### config.mk
export PLATFORM = sky130hd
export DESIGN_NAME = writeBackStage
export DESIGN_NICKNAME = d
export VERILOG_FILES = /design/src/mipsPkg.sv /design/src/writeBackStage.sv
export SDC_FILE = /design/constraint.sdc
export NUM_CORES = 1
export LEC_CHECK = 0
export BUFFER_PORTS_ARGS = -buffer_cell sky130_fd_sc_hd__buf_2
export CAP_MARGIN = 30
export CORE_MARGIN = 1.5
export CORE_UTILIZATION = 39
export DETAILED_ROUTE_END_ITERATION = 7
export GPL_ROUTABILITY_DRIVEN = 0
export GPL_TIMING_DRIVEN = 1
export PLACE_DENSITY = 0.85
export SYNTH_ARGS = -nofsm -noshare
export SYNTH_HDL_FRONTEND = slang
export SYNTH_SLANG_ARGS = --single-unit
export TNS_END_PERCENT = 50
### constraint.sdc
create_clock -name vclk -period 1.65
set_input_delay 0.0825 -clock vclk [all_inputs]
set_output_delay 0.0825 -clock vclk [all_outputs]
set_load 0.02 [all_outputs]
### src/mipsPkg.sv
/* Shared types for the memory and write-back end of the integer pipeline.
   Memory depth is not defined here; it is a parameter of the top level. */
`default_nettype none

package mipsPkg;

    // data word, used for memory contents, ALU results and registers.
    typedef logic [31:0] word_t;

    // byte address as produced by the execute stage.
    typedef logic [31:0] addr_t;

    // general register number.
    typedef logic [4:0] regAddr_t;

    // one bit per byte lane of a word, lane 0 is bits 7:0.
    typedef logic [3:0] byteEnable_t;

    // operation that travels down the pipeline with each instruction.
    typedef enum logic [3:0] {
        OP_NONE,
        OP_ALU,
        OP_LW,
        OP_LH,
        OP_LHU,
        OP_LB,
        OP_LBU,
        OP_SW,
        OP_SH,
        OP_SB
    } memOp_t;

    // lane masks for an access at offset zero, shifted up by the offset.
    localparam byteEnable_t BE_WORD = 4'b1111;
    localparam byteEnable_t BE_HALF = 4'b0011;
    localparam byteEnable_t BE_BYTE = 4'b0001;

    // register 0 is hardwired to zero and never written.
    localparam regAddr_t ZERO_REG = 5'd0;

    function automatic logic isLoad(input memOp_t op);
        case (op)
            OP_LW, OP_LH, OP_LHU, OP_LB, OP_LBU:
                return 1'b1;
            default:
                return 1'b0;
        endcase
    endfunction

    function automatic logic isStore(input memOp_t op);
        case (op)
            OP_SW, OP_SH, OP_SB:
                return 1'b1;
            default:
                return 1'b0;
        endcase
    endfunction

endpackage

`default_nettype wire

### src/writeBackStage.sv
/* Write-back stage: load extraction, extension and result select.
   Stores and OP_NONE never request a register write. */
`timescale 1ns/1ps
`default_nettype none

module writeBackStage
    import mipsPkg::*;
(
    input  wire logic       validWb,
    input  wire memOp_t     opWb,
    input  wire logic [1:0] offsetWb,
    input  wire word_t      memWordWb,
    input  wire word_t      aluResultWb,
    input  wire regAddr_t   destRegWb,
    output logic            regWriteEnable,
    output regAddr_t        regWriteAddr,
    output word_t           regWriteData
);

    logic [15:0] loadHalf;
    logic [7:0]  loadByte;
    word_t       loadData;
    logic        writesRegister;

    // halfword picked by offset bit 1, byte by the full offset.
    assign loadHalf = offsetWb[1] ? memWordWb[31:16] : memWordWb[15:0];
    assign loadByte = memWordWb[offsetWb*8 +: 8];

    // extend the selected unit to a full word.
    always_comb
    begin
        case (opWb)
            OP_LW:
            begin
                loadData = memWordWb;
            end
            OP_LH:
            begin
                loadData = {{16{loadHalf[15]}}, loadHalf};
            end
            OP_LHU:
            begin
                loadData = {16'b0, loadHalf};
            end
            OP_LB:
            begin
                loadData = {{24{loadByte[7]}}, loadByte};
            end
            OP_LBU:
            begin
                loadData = {24'b0, loadByte};
            end
            default:
            begin
                // not a load, the value is not selected below.
                loadData = memWordWb;
            end
        endcase
    end

    assign writesRegister = isLoad(opWb) || (opWb == OP_ALU);

    // a write to register 0 is dropped here, before the register file.
    assign regWriteEnable = validWb && writesRegister && (destRegWb != ZERO_REG);
    assign regWriteAddr   = destRegWb;
    assign regWriteData   = isLoad(opWb) ? loadData : aluResultWb;

endmodule

`default_nettype wire

Yosys cells after proc, flatten, opt, wreduce, memory -nomap -nowiden
Cells that the tools add are included.
- bits in registers: 0
- bits of input ports: 76
- word-level logic and storage cells: 16
- equal/unequal tests: 6
- shifts and indexed selects: 1
- mux-type cells: 4
- reductions and logical operators: 5
- operator list (cell ; count):
    32-bit case mux with 4 select lines ; 1
    32-bit two-way mux ; 1
    32-bit by 6-bit indexed part select with 8-bit output ; 1
    16-bit two-way mux ; 1
    4-bit by 3-bit == test with 1-bit output, second input constant ; 3
    4-bit by 2-bit == test with 1-bit output, second input constant ; 2
    5-bit nonzero test ; 1
    5-bit OR reduction ; 1
    4-bit by 1-bit == test with 1-bit output, second input constant ; 1
    1-bit logical AND ; 2
    1-bit logical OR ; 1
    1-bit two-way mux ; 1

Logic depth before layout (Yosys ltp)
- word-level depth: 6
- depth in mapped cells: 6

Least setup slack after synthesis
No wires, ideal clock.
- path type: input-to-output
- start point: input opWb[1]
- end point: output regWriteData[15]
- arrival time: 1.370 ns
- slack: 0.197 ns
- stages on the path: 6
- cells stage by stage: buf_4 > buf_4 > o21ai_1 > buf_4 > nand2_1 > a2bb2oi_1
- longest elaborated chain between the ends: 4
- elaborated cells on any way between the ends: 9
- those cells by class: 5 x eq/ne; 3 x mux; 1 x reduce/logical
- ends and longest elaborated chain (item ; line ; text):
    start: declaration ; writeBackStage.sv:10 ; input wire memOp_t opWb,
    4-bit by 2-bit == test with 1-bit output (tied with other cells) ; mipsPkg.sv:42 ; case (op)
    5-bit OR reduction ; mipsPkg.sv:42 ;
    1-bit two-way mux ; mipsPkg.sv:42 ;
    32-bit two-way mux * ; writeBackStage.sv:66 ; assign regWriteData = isLoad(opWb) ? loadData : aluResultWb;
    end: declaration ; writeBackStage.sv:17 ; output word_t regWriteData
Mark *: on every way between the ends. The rest lies on a longest branch, timed or not.

Final worst setup path
- start point: input opWb[2]
- end point: output regWriteData[7]
Same word-level chain as after synthesis.

==> impl_metrics.ini <==
[run_status]
status = finished clean

[routing]
drc = 0
wl_um = 4506
via_count = 1800
wire_per_inst_um = 13.70
drtAntennaViolNets = 0
first_iter_violations = 69
firstDrtPassIters = 4
avgViaCountPerCell = 5.471

[cells_and_area]
area_delta_synth_final_pct = 49.24
regArea_um2 = 0
num_antenna_cells = 0
layout.cells.most_common_list = buf_2 (114), nor2_1 (25), a21oi_1 (24)
drive_gt1_frac = 0.5333
n_clock_buffer = 0
multi_input_area_um2 = 1070
fin_nets = 363
nFillCells = 321
flops_and_latches = 0
mostFrequentLayoutCell = buf_2

[run]
cap_violations = 0

[sta]
max_slew_margin = 0.7408
drv_slew = 0
fmax_mhz = 621.6
min_period_over_period = 0.9750
setup_tns_ns = 0
timing.hold.ws_ns = 0.3988
setup_viol = 0
tightest_slew_ns = 0.3874
hold_violations = 0
grt_setup_unrepaired = yes
post-route-min-period_ns = 1.609

[power_and_ir_drop]
ir_drop_v = 0.0001988
p_leak_nw = 0.9433
p_per_area_nw_per_um2 = 378.4

[synthesis]
synth_area_um2 = 1237
synth.net_count = 253
synth_top_cell_area_share = 0.1132
ys_types = 41
ys_warn_count = 0
synth.top_cells.by_area = mux2i_1 (11%), a21oi_1 (9.7%), nor2_1 (7.6%)
syn-instance-count = 177
syn_avg_cell_area_um2 = 6.991
synth_area_leader_cell = mux2i_1
synth_seq_area_share = 0

[die]
rows = 20
die_y_um = 59.33
initial_core_util = 0.4087
pin_count = 114
die_area_um2 = 3520
fp.dieW_um = 59.33
core_um2 = 3028

[grt]
gr-total-overflow = 0
grt_pass1_vias = 1466
grt_use_total = 0.2355
antenna_found_initial = 0
grt_pass1_wl_um = 6672
grt_max_degree = 33

[min_path]
hold_class = in2out

[worst_setup_path]
crit_path_start_kind = primary input
critPathKind = in2out
critPathCaptureType = output pin
cp.arrival_ns = 1.53
worstPathMaxFanout = 13
crit_required_ns = 1.57

[placed_design]
numPortBuffers = 114
hpwl_um = 3616
-- through the flow --
stage	cell area (µm²)	power (W)	instances	utilization	setup slack [ns]
after floorplan	1237	0.0004538	177	-	0.1974
after detailed placement	1826	0.0006899	328	0.6029	0.08339
after global placement	1826	0.0006787	328	0.6029	0.08051
final	1847	0.0006988	329	0.6099	0.04123
after global routing	1847	0.0007513	329	0.6099	-0.004031
after CTS	1826	0.0006922	328	0.6029	0.07067
-- cell usage after synthesis, types with 2 or more instances --
library cell  number
o221ai_1           7
o21a_1            10
nor3_1             2
mux2_4             2
nand2_1           10
buf_6              2
o21ai_0           10
nor2_1            25
o21ai_1            2
a22o_1             7
a21oi_2           10
mux2i_1           14
a2bb2oi_1          8
inv_1              3
a21oi_1           24
buf_4             12
buf_2              5
-- what timing repair did --
item	in CTS	in global routing
buffers inserted	0	1
resized for setup	0	2
hold buffers	0	0
setup endpoints to repair	0	8
-- per-layer routing --
metal	part of all wire	GRT usage	vias to the layer above
met5	0	0	-
met4	0	0.01299	0
met3	0.074	0.01310	0
met2	0.50	0.4537	90
met1	0.43	0.2962	827
li1	-	-	883
-- report_power, final --
group	total (W)	leakage [nW]	internal, W	switching, W
combinational	0.000699	0.943	0.000299	0.000400
clock	0	0	0	0
sequential	0	0	0	0
-- kinds of logic (layout without fill, tap and decap cells) --
logic type	count (synthesis)	after routing	share of synthesized area
XOR/XNOR	1	1	0.007079
multiplexers	16	16	0.1375
AO/OA/AOI/OAI	90	90	0.5470
adder cells (fa/ha/maj)	1	1	0.008089
buffers and inverters	26	134	0.1466
AND/OR/NAND/NOR	43	43	0.1537
-- path summary, 6_finish.rpt --
path         start              end  slack [ns]  depth (start not counted)
max        opWb[2]  regWriteData[7]        0.04                          7
min   destRegWb[0]  regWriteAddr[0]        0.40                          2
-- layout make-up --
type / count / share of cell area
repair buffers: 131 / 0.3848
inverters: 3 / 0.006098
well taps: 44 / 0.02981
multi-input cells: 151 / 0.5793
-- worst max-delay path, stage by stage --
cell and delay [ns]:
buf_2 0.21, and3b_4 0.26, o21a_1 0.20, buf_4 0.18
o21a_1 0.18, a32o_1 0.25, buf_2 0.15
Power figures use the tool's default switching activity.
